### config.mk
export PLATFORM = sky130hd
export DESIGN_NAME = motion_ctrl
export DESIGN_NICKNAME = d
export VERILOG_FILES = /design/src/sense_pkg.sv /design/src/pi_pkg.sv /design/src/sample_if.sv /design/src/sensor_seq.sv /design/src/ir_pwm.sv /design/src/error_accum.sv /design/src/pi_ctrl.sv /design/src/motion_ctrl.sv
export SDC_FILE = /design/constraint.sdc
export NUM_CORES = 1
export LEC_CHECK = 0
export BUFFER_PORTS_ARGS = -buffer_cell sky130_fd_sc_hd__buf_2
export CAP_MARGIN = 20
export CORE_UTILIZATION = 50
export CTS_BUF_LIST = sky130_fd_sc_hd__clkbuf_8 sky130_fd_sc_hd__clkbuf_16
export CTS_CLUSTER_DIAMETER = 60
export DETAILED_ROUTE_END_ITERATION = 8
export GPL_ROUTABILITY_DRIVEN = 1
export PLACE_DENSITY = 0.67
export SLEW_MARGIN = 10
export SYNTH_ARGS = -nofsm -noshare
export SYNTH_HDL_FRONTEND = slang
export SYNTH_SLANG_ARGS = --single-unit
### constraint.sdc
create_clock -name clk -period 10.2 [get_ports clk]
set_input_delay 0.51 -clock clk [delete_from_list [all_inputs] [get_ports clk]]
set_output_delay 0.51 -clock clk [all_outputs]
set_load 0.01 [all_outputs]
### src/sense_pkg.sv
// sensor front end constants, channel codes follow the A2D mux numbering
// CH_SEQ is packed with index 0 holding the first channel of a loop
package sense_pkg;

    typedef logic [2:0] chan_t;

    localparam int NUM_CH = 6;
    localparam logic [NUM_CH-1:0][2:0] CH_SEQ = {3'd7, 3'd3, 3'd2, 3'd4, 3'd0, 3'd1};

    localparam int SETTLE_CYCLES = 4096;  // emitter settle before first conversion
    localparam int GAP_CYCLES    = 32;
    localparam int TMR_WIDTH     = 13;    // must hold SETTLE_CYCLES + 1

    localparam int PWM_WIDTH = 8;
    localparam logic [PWM_WIDTH-1:0] PWM_OFF_COUNT = 8'h8c;

    localparam int A2D_WIDTH = 12;

    typedef enum logic [1:0] {inner, middle, outer} pair_t;

    // codes 5 and 6 are never selected
    function automatic pair_t pair_of(input chan_t ch);
        case (ch)
            3'd1, 3'd0: return inner;
            3'd4, 3'd2: return middle;
            default:    return outer;
        endcase
    endfunction

endpackage

### src/pi_pkg.sv
// datapath widths and gains of the steering loop
// gains are unsigned, products are arithmetically shifted back down
package pi_pkg;

    localparam int DATA_WIDTH  = 12;
    localparam int ACC_WIDTH   = 16;
    localparam int MOTOR_WIDTH = 11;

    typedef logic signed [DATA_WIDTH-1:0] err_t;
    typedef logic signed [ACC_WIDTH-1:0]  acc_t;

    localparam int GAIN_WIDTH = 14;
    localparam int PROD_WIDTH = DATA_WIDTH + GAIN_WIDTH + 1;  // signed operand times 0-extended gain

    localparam logic [GAIN_WIDTH-1:0] P_TERM = 14'h3680;
    localparam int P_SHIFT = 13;
    localparam logic [DATA_WIDTH-1:0] I_TERM = 12'h500;
    localparam int I_SHIFT = 11;

    localparam int INT_DECIM = 4;     // loops per integrator update
    localparam err_t FWD_CEIL = 12'sh700;

    localparam err_t ERR_MAX = 12'sh7ff;
    localparam err_t ERR_MIN = 12'sh800;

    function automatic err_t sat12(input acc_t val);
        if (val > acc_t'(ERR_MAX))
            return ERR_MAX;
        else if (val < acc_t'(ERR_MIN))
            return ERR_MIN;
        return val[DATA_WIDTH-1:0];
    endfunction

endpackage

### src/sample_if.sv
// one qualified sensor reading, dummy conversions never show up here
// weight_shift is 0, 1 or 2 for inner, middle, outer
`timescale 1ns/1ps

interface sample_if import sense_pkg::*; ();

    logic                 valid;   // single cycle strobe
    logic [A2D_WIDTH-1:0] data;
    logic [1:0]           weight_shift;
    logic                 negate;  // second channel of a pair
    logic                 clear;   // loop start
    logic                 last;    // with valid on channel 7

    modport src (output valid, data, weight_shift, negate, clear, last);
    modport dst (input valid, data, weight_shift, negate, clear, last);

endinterface

### src/sensor_seq.sv
// walks the six channels, one dummy then one real conversion per channel
// a conversion is done once cnv_cmplt went low after the strobe and is high again
// a loop started with go high always runs to channel 7
`timescale 1ns/1ps

module sensor_seq
    import sense_pkg::*;
(
    input  logic                 clk,
    input  logic                 rst_n,
    input  logic                 go,
    output logic                 strt_cnv,
    input  logic                 cnv_cmplt,
    input  logic [A2D_WIDTH-1:0] A2D_res,
    output chan_t                chnnl,
    output logic                 pwm_on,
    output logic                 loop_done,
    sample_if.src                smp
);

    typedef enum logic [2:0] {
        st_idle,
        st_settle,
        st_dummy,
        st_gap,
        st_real,
        st_sample,
        st_next
    } state_t;

    state_t               state;
    state_t               next_state;
    logic [TMR_WIDTH-1:0] timer;
    logic [2:0]           ch_idx;      // position in CH_SEQ
    logic                 low_seen;
    logic                 real_next;   // gap leads into the real conversion
    logic [A2D_WIDTH-1:0] res_q;
    logic                 cnv_done;
    logic                 start_req;
    logic                 second_ch;
    logic                 last_ch;

    assign chnnl     = CH_SEQ[ch_idx];
    assign second_ch = ch_idx[0];
    assign last_ch   = (ch_idx == 3'(NUM_CH - 1));
    assign cnv_done  = low_seen & cnv_cmplt;

    always_comb begin
        next_state = state;
        start_req  = 1'b0;
        case (state)
            st_idle:
                if (go)
                    next_state = st_settle;
            st_settle:
                // emitter lights a cycle after pwm_on, strobe is registered
                if (timer == TMR_WIDTH'(SETTLE_CYCLES + 1)) begin
                    next_state = st_dummy;
                    start_req  = 1'b1;
                end
            st_dummy:
                if (cnv_done)
                    next_state = st_gap;
            st_gap:
                if (timer == TMR_WIDTH'(GAP_CYCLES - 1)) begin
                    next_state = real_next ? st_real : st_dummy;
                    start_req  = 1'b1;
                end
            st_real:
                if (cnv_done)
                    next_state = st_sample;
            st_sample:
                next_state = st_next;
            st_next:
                if (last_ch)
                    next_state = st_idle;
                else if (second_ch)
                    next_state = st_settle;  // new pair
                else
                    next_state = st_gap;
            default:
                next_state = st_idle;
        endcase
    end

    always_ff @(posedge clk or negedge rst_n) begin
        if (!rst_n) begin
            state     <= st_idle;
            timer     <= '0;
            ch_idx    <= '0;
            low_seen  <= 1'b0;
            real_next <= 1'b0;
            strt_cnv  <= 1'b0;
            pwm_on    <= 1'b0;
            loop_done <= 1'b0;
        end else begin
            state     <= next_state;
            strt_cnv  <= start_req;
            loop_done <= (state == st_next) && last_ch;

            if (state != next_state)
                timer <= '0;
            else if (state == st_settle || state == st_gap)
                timer <= timer + 1'b1;

            if (start_req)
                low_seen <= 1'b0;
            else if (!cnv_cmplt)
                low_seen <= 1'b1;

            if (state == st_dummy && cnv_done)
                real_next <= 1'b1;
            else if (state == st_real)
                real_next <= 1'b0;

            if (next_state == st_settle && state != st_settle)
                pwm_on <= 1'b1;
            else if (state == st_real && cnv_done && second_ch)
                pwm_on <= 1'b0;

            if (state == st_next)
                ch_idx <= last_ch ? 3'd0 : ch_idx + 1'b1;
        end
    end

    always_ff @(posedge clk) begin
        if (state == st_real && cnv_done)
            res_q <= A2D_res;
    end

    assign smp.valid        = (state == st_sample);
    assign smp.data         = res_q;
    assign smp.weight_shift = pair_of(chnnl);  // enum order gives the shift
    assign smp.negate       = second_ch;
    assign smp.clear        = (state == st_idle) && go;
    assign smp.last         = (state == st_sample) && last_ch;

    // converter only drops its completion while a conversion is pending
    a_cmplt_falls_in_cnv: assert property (@(posedge clk) disable iff (!rst_n)
        $fell(cnv_cmplt) |-> state inside {st_dummy, st_real});

endmodule

### src/ir_pwm.sv
// emitter pulse for the lit pair, starts high on pwm_on rise
// counter is cleared whenever pwm_on is low
`timescale 1ns/1ps

module ir_pwm
    import sense_pkg::*;
(
    input  logic  clk,
    input  logic  rst_n,
    input  logic  pwm_on,
    input  chan_t chnnl,
    output logic  IR_in_en,
    output logic  IR_mid_en,
    output logic  IR_out_en
);

    logic [PWM_WIDTH-1:0] pwm_cnt;
    logic                 pwm_on_q;
    logic                 pulse;
    pair_t                pair;

    assign pair = pair_of(chnnl);

    always_ff @(posedge clk or negedge rst_n) begin
        if (!rst_n) begin
            pwm_cnt  <= '0;
            pwm_on_q <= 1'b0;
            pulse    <= 1'b0;
        end else begin
            pwm_on_q <= pwm_on;
            pwm_cnt  <= pwm_on ? pwm_cnt + 1'b1 : '0;
            if (!pwm_on)
                pulse <= 1'b0;
            else if (!pwm_on_q || &pwm_cnt)  // rise or wrap
                pulse <= 1'b1;
            else if (pwm_cnt == PWM_OFF_COUNT)
                pulse <= 1'b0;
        end
    end

    assign IR_in_en  = pulse && (pair == inner);
    assign IR_mid_en = pulse && (pair == middle);
    assign IR_out_en = pulse && (pair == outer);

    // lit pair never switches over while the emitter is on
    a_pair_steady_while_lit: assert property (@(posedge clk) disable iff (!rst_n)
        $changed(pair) |-> !pulse);

endmodule

### src/error_accum.sv
// weighted sum of one loop's readings, saturated to 12 bits on the last sample
// inner readings weigh 1, middle 2, outer 4
`timescale 1ns/1ps

module error_accum
    import sense_pkg::*;
    import pi_pkg::*;
(
    input  logic       clk,
    input  logic       rst_n,
    sample_if.dst      smp,
    output err_t       error,
    output logic [7:0] LEDs
);

    acc_t accum;
    acc_t term;
    acc_t sum;

    // reading is unsigned, the cast zero extends
    assign term = acc_t'(smp.data) << smp.weight_shift;
    assign sum  = smp.negate ? accum - term : accum + term;

    always_ff @(posedge clk or negedge rst_n) begin
        if (!rst_n) begin
            accum <= '0;
            error <= '0;
        end else begin
            if (smp.clear)
                accum <= '0;
            else if (smp.valid)
                accum <= sum;
            if (smp.valid && smp.last)
                error <= sat12(sum);
        end
    end

    assign LEDs = error[DATA_WIDTH-1 -: 8];  // sign plus top magnitude bits

endmodule

### src/pi_ctrl.sv
// PI step per loop, one multiplier shared by the P and I terms
// integrator and forward ramp move only on every fourth loop
// go low zeroes the ramp and the motors, the integrator is kept
`timescale 1ns/1ps

module pi_ctrl
    import pi_pkg::*;
(
    input  logic                   clk,
    input  logic                   rst_n,
    input  logic                   go,
    input  logic                   loop_done,
    input  err_t                   error,
    output logic [MOTOR_WIDTH-1:0] lft,
    output logic [MOTOR_WIDTH-1:0] rht
);

    typedef enum logic [2:0] {
        st_idle,
        st_p_mul,
        st_p_sat,
        st_i_mul,
        st_i_sat,
        st_out
    } step_t;

    step_t                        state;
    logic [$clog2(INT_DECIM)-1:0] loop_cnt;
    logic                         upd;
    err_t                         intgrl;
    err_t                         fwd;
    err_t                         pcomp;
    err_t                         icomp;
    err_t                         rht_reg;
    err_t                         lft_reg;
    err_t                         mul_a;
    logic signed [GAIN_WIDTH:0]   mul_b;
    logic signed [PROD_WIDTH-1:0] prod;
    logic signed [PROD_WIDTH-1:0] prod_sh;
    err_t                         comp;

    assign upd = loop_done && (&loop_cnt);  // 4th, 8th, ... loop

    assign mul_a   = (state == st_p_mul) ? error : intgrl;
    assign mul_b   = (state == st_p_mul) ? {1'b0, P_TERM} : {1'b0, GAIN_WIDTH'(I_TERM)};
    assign prod_sh = (state == st_i_sat) ? prod >>> I_SHIFT : prod >>> P_SHIFT;
    assign comp    = sat12(acc_t'(prod_sh));  // shifted product fits in 16 bits

    always_ff @(posedge clk or negedge rst_n) begin
        if (!rst_n) begin
            state    <= st_idle;
            loop_cnt <= '0;
            intgrl   <= '0;
            fwd      <= '0;
            rht_reg  <= '0;
            lft_reg  <= '0;
        end else begin
            case (state)
                st_idle:  if (loop_done) state <= st_p_mul;
                st_p_mul: state <= st_p_sat;
                st_p_sat: state <= st_i_mul;
                st_i_mul: state <= st_i_sat;
                st_i_sat: state <= st_out;
                default:  state <= st_idle;
            endcase

            if (loop_done)
                loop_cnt <= loop_cnt + 1'b1;
            if (upd)
                intgrl <= sat12(acc_t'(intgrl) + acc_t'(error));

            if (!go)
                fwd <= '0;
            else if (upd && fwd < FWD_CEIL)
                fwd <= fwd + 1'b1;

            if (!go) begin
                rht_reg <= '0;
                lft_reg <= '0;
            end else if (state == st_out) begin
                rht_reg <= sat12(acc_t'(fwd) - acc_t'(pcomp) - acc_t'(icomp));
                lft_reg <= sat12(acc_t'(fwd) + acc_t'(pcomp) + acc_t'(icomp));
            end
        end
    end

    // multiplier and its results
    always_ff @(posedge clk) begin
        if (state == st_p_mul || state == st_i_mul)
            prod <= mul_a * mul_b;
        if (state == st_p_sat)
            pcomp <= comp;
        if (state == st_i_sat)
            icomp <= comp;
    end

    assign rht = rht_reg[DATA_WIDTH-1:1];
    assign lft = lft_reg[DATA_WIDTH-1:1];

    a_one_loop_in_flight: assert property (@(posedge clk) disable iff (!rst_n)
        loop_done |-> state == st_idle);

endmodule

### src/motion_ctrl.sv
// line follower motion controller top, six IR sensors through an external A2D
// converter must hold cnv_cmplt high until the next strt_cnv
`timescale 1ns/1ps

module motion_ctrl
    import sense_pkg::*;
    import pi_pkg::*;
(
    input  logic                   clk,
    input  logic                   rst_n,
    input  logic                   go,
    output logic                   strt_cnv,
    output logic [2:0]             chnnl,
    input  logic                   cnv_cmplt,
    input  logic [A2D_WIDTH-1:0]   A2D_res,
    output logic                   IR_in_en,
    output logic                   IR_mid_en,
    output logic                   IR_out_en,
    output logic [7:0]             LEDs,
    output logic [MOTOR_WIDTH-1:0] lft,
    output logic [MOTOR_WIDTH-1:0] rht
);

    logic pwm_on;
    logic loop_done;
    err_t error;

    sample_if u_smp ();

    sensor_seq u_seq (
        .clk       (clk),
        .rst_n     (rst_n),
        .go        (go),
        .strt_cnv  (strt_cnv),
        .cnv_cmplt (cnv_cmplt),
        .A2D_res   (A2D_res),
        .chnnl     (chnnl),
        .pwm_on    (pwm_on),
        .loop_done (loop_done),
        .smp       (u_smp.src)
    );

    ir_pwm u_pwm (
        .clk       (clk),
        .rst_n     (rst_n),
        .pwm_on    (pwm_on),
        .chnnl     (chnnl),
        .IR_in_en  (IR_in_en),
        .IR_mid_en (IR_mid_en),
        .IR_out_en (IR_out_en)
    );

    error_accum u_acc (
        .clk   (clk),
        .rst_n (rst_n),
        .smp   (u_smp.dst),
        .error (error),
        .LEDs  (LEDs)
    );

    pi_ctrl u_pi (
        .clk       (clk),
        .rst_n     (rst_n),
        .go        (go),
        .loop_done (loop_done),
        .error     (error),
        .lft       (lft),
        .rht       (rht)
    );

endmodule

Word level (Yosys, flattened, before mapping). Memory sizes are Yosys's and may differ from the RTL's. Cells that the tools add are included.

Memories kept: 1. Register bits after elaboration: 178. Output and inout bits: 37. Word-level logic and storage cells: 180. Memory bits (read-only): 24. Bits of input ports: 16.

Memories: (name not given) (words 8, bits a word 3, rd ports 1, clocked after Yosys merged registers in 0, wr ports 0, RTL line sensor_seq.sv:43) `assign chnnl = CH_SEQ[ch_idx];`.

Shifts and indexed selects: 1. Reductions and logical operators: 29. Mux-type cells: 72. Bitwise logic cells: 1. Add/sub/neg operators: 12. Magnitude comparators: 12. Equality and inequality tests: 28. Multipliers: 1.

Operators by type and width (count): $mux W12 (22); $gt A16 B12 Y1 const B (5); $lt A16 B12 Y1 const B (5); $mux W16 (3); $mux W3 (10); $mul A12 B15 Y27 (1); $mux W1 (27); $add A12 B12 Y13 (2); $mux W13 (2); $eq A3 B3 Y1 const B (7); $pmux W3 S7 (1); $add A16 B16 Y16 (1); $shl A12 B2 Y16 (1); $sub A16 B16 Y16 (1); $eq A3 B2 Y1 const B (5); $mux W15 (1); $pmux W3 S5 (1); $add A13 B12 Y14 (1); $mux W14 (1); $sub A13 B12 Y14 (1); $add A13 B1 Y13 const B (1); $eq A13 B13 Y1 const B (1); $eq A13 B5 Y1 const B (1); $logic_and A1 B1 Y1 (13); 28 further kinds (42).

Depth between registers and ports, before layout. Gate-level depths: netlist (run 1).

Depth in word-level cells: 13. Gate-level depth with buffers: 25. Depth with buffers taken out: 24.

By module. From an unflattened synthesis (run 1), not the netlist that was laid out.

Cells, all modules: 1418. Area total of the unflattened synthesis: 13659.4 um^2.

By module, submodules not included: pi_ctrl (times used 1, sequential area each 2477.4 um^2, cells an instance 875, area each 8620.8 um^2); error_accum (times used 1, sequential area each 700.7 um^2, cells an instance 323, area each 2766.4 um^2); sensor_seq (times used 1, sequential area each 960.9 um^2, cells an instance 171, area each 1783.0 um^2); ir_pwm (times used 1, sequential area each 250.2 um^2, cells an instance 49, area each 489.2 um^2).

Worst setup path after synthesis (run 1). Ideal clock, no wire load.

Path type: reg2reg. Start: register u_pi.state[2]. End: register u_pi.prod[25] (data pin). Stages on the path, launching flop included: 23. Period minus slack after synthesis: 5.806 ns. Path slack: 4.394 ns. Data arrival time: 5.549 ns. Library setup time: 0.258 ns. Data required time: 9.942 ns. Path buffers: 1. Cell sequence: dfrtp_1 clkbuf_1 nand3b_1 nand2_1 inv_1 nor2_1 fa_1 fa_1 inv_1 fa_1 inv_1 fa_1 fa_1 inv_1 ha_1 nand2_1 nand2_1 a31o_2 a41oi_1 a21oi_1 a21o_1 a21oi_1 xnor2_1.

Cells in the longest elaborated chain, start to end: 3. Elaborated cells between the ends (all ways): 4. Those cells by class: mul: 1; eq/ne: 1; mux: 2.

Ends and longest elaborated chain: start: declaration (RTL line pi_ctrl.sv:27) `step_t state;`; start signal: assignment (RTL line pi_ctrl.sv:51) `state <= st_idle;`; start signal: assignment (RTL line pi_ctrl.sv:59) `st_idle: if (loop_done) state <= st_p_mul;`; start signal: assignment (RTL line pi_ctrl.sv:60) `st_p_mul: state <= st_p_sat;`; $eq A3 B1 Y1 * (RTL line pi_ctrl.sv:44, pi_ctrl.sv:45); $mux W12 / $mux W14 (equally long branches) (RTL line pi_ctrl.sv:44, pi_ctrl.sv:45); $mul A12 B15 Y27 * (RTL line pi_ctrl.sv:90) `prod <= mul_a * mul_b;`; end signal: assignment (RTL line pi_ctrl.sv:90); end: declaration (RTL line pi_ctrl.sv:38) `logic signed [PROD_WIDTH-1:0] prod;`.

Every way passes the cells marked *; elsewhere a longest branch is shown, timed or not. A chain may end at the register's enable or synchronous reset.

Worst setup path in the final report (run 1).
Start: register u_pi.state[1]. End: register u_pi.prod[25] (data pin).

The elaborated chain is that of the path after synthesis.

==> impl_metrics.tcl, run 1 <==
set metrics [dict create \
    cpMaxStageDelayCell "fa_1" \
    slowest_delay_ns 0.55 \
    setup_violations 0 \
    layout_commonest_cell "inv_1" \
    syn-cell-area_sq_mm 0.0131 \
    syn_inst 1348 \
    grt_first_pass_wirelength_mm 44.5 \
    rrSetupSlack_ns 3.98 \
    fp.dieH_microns 164 \
    tightest_slew_ns 0.969 \
    async_flop_share_pct 68.5 \
    ios 53 \
    synth_top_flop_cell "dfrtp_1" \
    dpl_worst_slack_ns 3.96 \
    insertion_delay_ns 0.43 \
    dp_cells 1690 \
    clock_path_buffers 2 \
    synth_compound_area_share_pct 16.2 \
    cts-root-buf "clkbuf_16" \
    critPathKind "reg2reg" \
    ant_nets 0 \
    final_cell_area_sq_mm 0.0142 \
    postCtsSetupRepairBufs 0 \
    avgSynthCellArea_sq_um 9.69 \
    wirelength_mm 26.0 \
    num_vias 9448 \
    firstDrtPassIters 5 \
    period_share_pct 61.0 \
    port_buffers 52 \
    power_density_mw_per_mm2 95.9 \
    fp.dieW_microns 164 \
    fin_cells 1723 \
    worst_slack_ns 3.98 \
    startpoint_type "flip-flop" \
    cp.arrival_ns 6.40 \
    finalMaxSlewViolations 0 \
    hold_path_class "in2async" \
    synthDistinctLibCells 82 \
    synth_fa_ha_area_share_pct 22.9 \
    worstReg2RegStart "u_pi.state[1]" \
    cp.required_ns 10.38 \
    synth_area_leaders "dfrtp_1, ha_1, edfxtp_1, fa_1, inv_1" \
    fin_worst_skew_ns 0.0125 \
    via_per_inst 5.48 \
    max-vdd-ir-drop_v 0.0000778 \
    synth_mux_area_share_pct 1.89 \
    drive_gt1_share_pct 8.41 \
    avgRoutedWirePerCell_microns 15.1 \
    core_sq_mm 0.0254 \
    ys_seq_elements 165 \
    place_area_sq_mm 0.0136 \
    clk_pin_slew_worst_paths_ns 0.08 \
    crit_start "u_pi.state[1]" \
    min_period_ns 6.22 \
    cts_tree "built" \
    max_slew_margin_pct 35.4 \
    final.setup.tns_ns 0 \
    critPathMaxFanout 10 \
    track_usage_pct 20.7 \
    start_util_pct 51.4 \
    drt_iter0_drc 506 \
    synth_area_leader_cell "dfrtp_1" \
    grt_pass1_vias 9331 \
    finish.net_count 1593 \
    endpoint_kind "flip-flop" \
    nFillCells 2242 \
    cts.repair.resized 0 \
    yosys_warnings 0 \
    max_freq_ghz 0.161 \
    dieArea_sq_mm 0.0268 \
    cp_cell_sequence "inv_1 -> nand3b_1 -> nand2_1 -> inv_1 -> nor2_1 -> fa_1 -> fa_1 -> inv_1 -> fa_1 -> inv_1 -> fa_1 -> fa_1 -> inv_1 -> ha_1 -> nand2_1 -> nand2_1 -> a31o_2 -> a41oi_1 -> a21oi_1 -> a21o_1 -> a21oi_1 -> xnor2_1" \
    fp-row-count 58 \
    antenna_found_initial 0 \
    synth-edff-count 52 \
    multi_input_area_sq_mm 0.00791 \
    area_growth_pct 8.73 \
    grt_max_degree 71 \
    dpl.hpwl_mm 20.0 \
    cap_violations 0 \
    seq_area_frac_synth_pct 33.6 \
    cts_made_buffers 17 \
    synth_top_area_share_pct 21.6 \
    cts_hold_buf 0 \
    hold_viol_final 0 \
    synth_top_family_by_area "adder cells" \
    grt_overflow 0 \
    reg_top3 "u_acc.accum x16, u_pi.prod x16, u_seq.timer x13" \
    mostFrequentLayoutCells "inv_1, ha_1, nand2_1" \
    status "completed" \
    h-tree-depth 4 \
    drc 0 \
    cts.sinks 165 \
    seq_area_sq_mm 0.00439 \
    synth_xor_area_share_pct 6.36 \
    rsz0062_at_grt "no" \
    p_leak_nw 7.14 \
    synthSimpleGateAreaFrac_pct 12.9 \
    gp_congestion 0.848 \
]
## cell families (layout without fill, tap and decap cells)
family	after synthesis	after routing
compound gates	314	314
mux	24	24
fa+ha+maj	198	198
other cells	1	4
buf+inv	198	240
simple gates	354	354
flops	165	165
xor+xnor	94	94
## final timing paths
check	cells after the start	end
worst max-delay path	22	u_pi.prod[25]
worst min-delay path	1	u_pi.rht_reg[3]
worst max register to register	22	u_pi.prod[25]
worst min register to register	0	u_pwm.pwm_on_q
max in group asynchronous	2	u_acc.accum[4]
min in group clk	1	u_seq.smp.data[4]
## power by group
part	internal [W]	switching [W]	total [W]
clock	0.000352	0.000311	0.000664
sequential	0.000680	0.000000000000000000100	0.000680
combinational	0.00000403	0.0000151	0.0000191
## per-layer routing
| metal | vias up | global-route usage (%) | wire length, microns | part of all wire (%) |
|---|---|---|---|---|
| met4 | 0 | 5.93 | 456 | 1.8 |
| li1 | 4727 | - | - | - |
| met2 | 136 | 33.4 | 12100 | 47 |
| met1 | 4564 | 28.7 | 12600 | 49 |
| met3 | 21 | 3.58 | 791 | 3.0 |
| met5 | - | 0 | 0 | 0 |
## critical path, delay by kind of cell (launching register included)
kind / cells / cell delay, ns
AO/OA/AOI/OAI: 5 / 0.94
XOR/XNOR: 1 / 0.09
adder cells (fa/ha/maj): 6 / 2.99
buffers and inverters: 5 / 0.41
flip-flops: 1 / 0.44
AND/OR/NAND/NOR: 5 / 1.09
## cell usage after synthesis, types with 4 or more instances
cell type  number
o211ai_1        9
nand2b_1       24
nor2b_1        19
o21ai_0        50
and2_1         11
nand2_1       123
nor4_1          6
o21ai_1        18
inv_1         149
a21oi_1        95
xor2_1         46
a21o_1         18
nand3_1        23
ha_1          129
dfrtp_1       113
edfxtp_1       52
a211oi_1       10
a31oi_1        18
a22o_1         11
nor3_1         13
a221o_1        11
o221a_1         8
nor2_1         84
fa_1           69
xnor2_1        47
clkbuf_1       34
nand4_1         8
o21a_1         16
nor3b_1         4
or3_1           7
o21bai_1        5
and3_1         14
a41oi_1         5
buf_4          10
mux2i_1        19
buf_2           5
or2_2           4
## cell type report
cell class              count  share of cell area (%)
diodes                      1                  0.0176
well taps                 330                    2.91
flip-flops and latches    165                    30.9
clock buffers              17                    3.00
multi-input cells         987                    55.7
inverters                 149                    3.94
repair buffers             59                    2.22
clock inverters            15                    1.31
## stage by stage
step / power, W / hold WS [ns] / utilization, %
6_report: 0.00136 / 0.0622 / 55.9
5_1_grt: 0.00141 / 0.0907 / 55.9
4_1_cts: 0.00138 / 0.0716 / 55.9
3_5_place_dp: 0.000713 / 0.421 / 53.5
3_3_place_gp: 0.000713 / 0.421 / 53.5
2_1_floorplan: 0.000699 / 0.214 / -
Note: power is estimated with default switching activity, not from simulation.
==> inputs of run 2 (changes only) <==
- PLACE_DENSITY: 0.67 -> 0.69
- clock period: 10.2 -> 5.4 ns (I/O delays scaled with it)
==> run 2 against run 1 <==
  * Worst hold slack lost 0.035 ns
  * Clock power increased by 93%
  * Maximum frequency up 18%
  * Wire length rose by 4.0%
  * Cell count grew 3.1%
==> impl_metrics.tcl, run 2 (synthesis gave the netlist of run 1 again) <==
set metrics [dict create \
    drive_gt1_share_pct 13.6 \
    multi_input_area_sq_mm 0.00810 \
    finish.net_count 1647 \
    worstReg2RegStart "u_pi.state[1]" \
    crit_path_end "u_pi.prod[25]" \
    fin_worst_skew_ns 0.0125 \
    ant_nets 0 \
    netSwitchingPower_w 0.000583 \
    endpoint_kind "flip-flop" \
    dieArea_sq_mm 0.0268 \
    cts-root-buf "clkbuf_16" \
    fp.dieW_microns 164 \
    drt_iter0_drc 594 \
    clock_path_buffers 2 \
    cp.arrival_ns 5.44 \
    r2r_end "u_pi.prod[25]" \
    layout_commonest_cell "inv_1" \
    fp.dieH_microns 164 \
    power_frac_clock_pct 49.0 \
    reg_top3 "u_acc.accum x16, u_pi.prod x16, u_seq.timer x13" \
    swShare_pct 22.4 \
    via_per_inst 5.48 \
    grt_max_degree 64 \
    p_leak_nw 7.41 \
    critPathKind "reg2reg" \
    rr_worst_depth 23 \
    grt_overflow 0 \
    status "completed" \
    pwr-share-seq_pct 49.3 \
    cts_tree "built" \
    n_antenna_cell 0 \
    seq_area_sq_mm 0.00439 \
    power_density_mw_per_mm2 175 \
    clk_pin_slew_worst_paths_ns 0.07 \
    startpoint_type "flip-flop" \
    ios 53 \
    track_usage_pct 20.8 \
    finalMaxSlewViolations 0 \
    max_freq_ghz 0.190 \
    cts_made_buffers 17 \
    firstDrtPassIters 4 \
    antenna_found_initial 0 \
    grt_first_pass_wirelength_mm 44.8 \
    max-vdd-ir-drop_v 0.000210 \
    cap_violations 0 \
    crit_start "u_pi.state[1]" \
    min_period_ns 5.26 \
    dpl.hpwl_mm 20.1 \
    critPathMaxFanout 3 \
    wirelength_mm 27.0 \
    mostFrequentLayoutCells "inv_1, ha_1, nand2_1" \
    start_util_pct 51.4 \
    avgRoutedWirePerCell_microns 15.2 \
    gp_congestion 0.868 \
    p_total_w 0.00260 \
    fin_util_pct 58.4 \
    pwr-share-comb_pct 1.7 \
    fp-row-count 58 \
    rrSetupSlack_ns 0.14 \
    port_buffers 52 \
    h-tree-depth 4 \
    intPower_w 0.00202 \
    cts.sinks 165 \
    tightest_slew_ns 0.944 \
    max_slew_margin_pct 36.7 \
    worst_slack_ns 0.135 \
    hold_path_class "in2reg" \
    dpl_worst_slack_ns -0.0482 \
    insertion_delay_ns 0.43 \
    period_share_pct 97.5 \
    num_vias 9729 \
    area_growth_pct 13.6 \
    nFillCells 2187 \
    hold_viol_final 0 \
    cp.required_ns 5.58 \
    drc 0 \
    grt_pass1_vias 9371 \
    core_sq_mm 0.0254 \
    setup_violations 0 \
]
==> run 2: cell count changes in the layout (fill, tap and decap cells not counted), sizes merged <==
cell / change
clkbuf: +1
bufinv: +1
buf: +42
clkinv: -2
dlygate4sd3: +12
diode: -1
==> run 2: area by class of cell <==
type	instances	share of cell area, %
multi-input cells	987	54.6
repair buffers	113	5.14
well taps	330	2.78
flip-flops and latches	165	29.6
clock buffers	18	3.04
clock inverters	14	1.10
inverters	149	3.79
==> run 2: repair_timing <==
| item | CTS | global route |
|---|---|---|
| gates cloned | 0 | 1 |
| pin swaps | 2 | 25 |
| resized for setup | 1 | 40 |
| buffers inserted | 0 | 6 |
| endpoints found under the setup margin | 1 | 6 |
| hold endpoints to repair | 73 | 0 |
| hold buffers | 12 | 0 |
==> run 2: metrics by stage <==
| stage | area (sq um) | std cells | TNS, ns | hold slack, ns |
|---|---|---|---|---|
| 2_1_floorplan | 13100 | 1350 | 0 | -0.0256 |
| 3_5_place_dp | 13900 | 1725 | -0.0482 | 0.400 |
| 4_1_cts | 14600 | 1769 | 0 | 0.00494 |
| 3_3_place_gp | 13900 | 1725 | 0 | 0.398 |
| 6_report | 14800 | 1776 | 0 | 0.0276 |
| 5_1_grt | 14800 | 1776 | -0.153 | 0.00119 |
==> run 2: how the worst min path moves through the flow <==
stage               cells past startpoint                end        from  slack (ns)
floorplan                               0     u_acc.accum[0]       rst_n       -0.03
global placement                        1    u_pi.rht_reg[3]       rst_n        0.40
detailed placement                      1    u_pi.rht_reg[3]       rst_n        0.40
CTS                                     1  u_seq.smp.data[4]  A2D_res[4]       0.005
global route                            1  u_seq.smp.data[4]  A2D_res[4]       0.001
finish                                  1  u_seq.smp.data[4]  A2D_res[4]        0.03
==> run 2: critical path, stage by stage, from the launching register on <==
cell	delay [ns]
dfrtp_1	0.43
nor3b_4	0.28
buf_4	0.16
nor2b_1	0.05
buf_4	0.14
fa_2	0.56
ha_1	0.14
inv_1	0.05
fa_1	0.53
inv_1	0.05
fa_1	0.47
inv_1	0.05
fa_1	0.52
inv_1	0.06
ha_4	0.24
buf_4	0.15
a21oi_4	0.14
o21bai_2	0.09
a31o_4	0.23
a41oi_2	0.22
a21oi_2	0.08
a21o_1	0.17
a21oi_2	0.12
xnor2_1	0.07
==> run 2: per-layer routing <==
| layer | up-vias | wire (microns) | global-route usage (%) |
|---|---|---|---|
| met2 | 141 | 13100 | 34.9 |
| met3 | 23 | 716 | 2.87 |
| met4 | 0 | 404 | 5.89 |
| met1 | 4736 | 12800 | 28.0 |
| met5 | - | 0 | 0 |
| li1 | 4829 | - | - |
==> run 2: power by group through the flow <==
stage	combinational, W	sequential [W]	clock [W]
final	0.0000441	0.00128	0.00128
after floorplan	0.00000952	0.00131	0
after global routing	0.0000507	0.00128	0.00135
after CTS	0.0000452	0.00128	0.00130
after detailed placement	0.0000383	0.00131	0
after global placement	0.0000371	0.00131	0
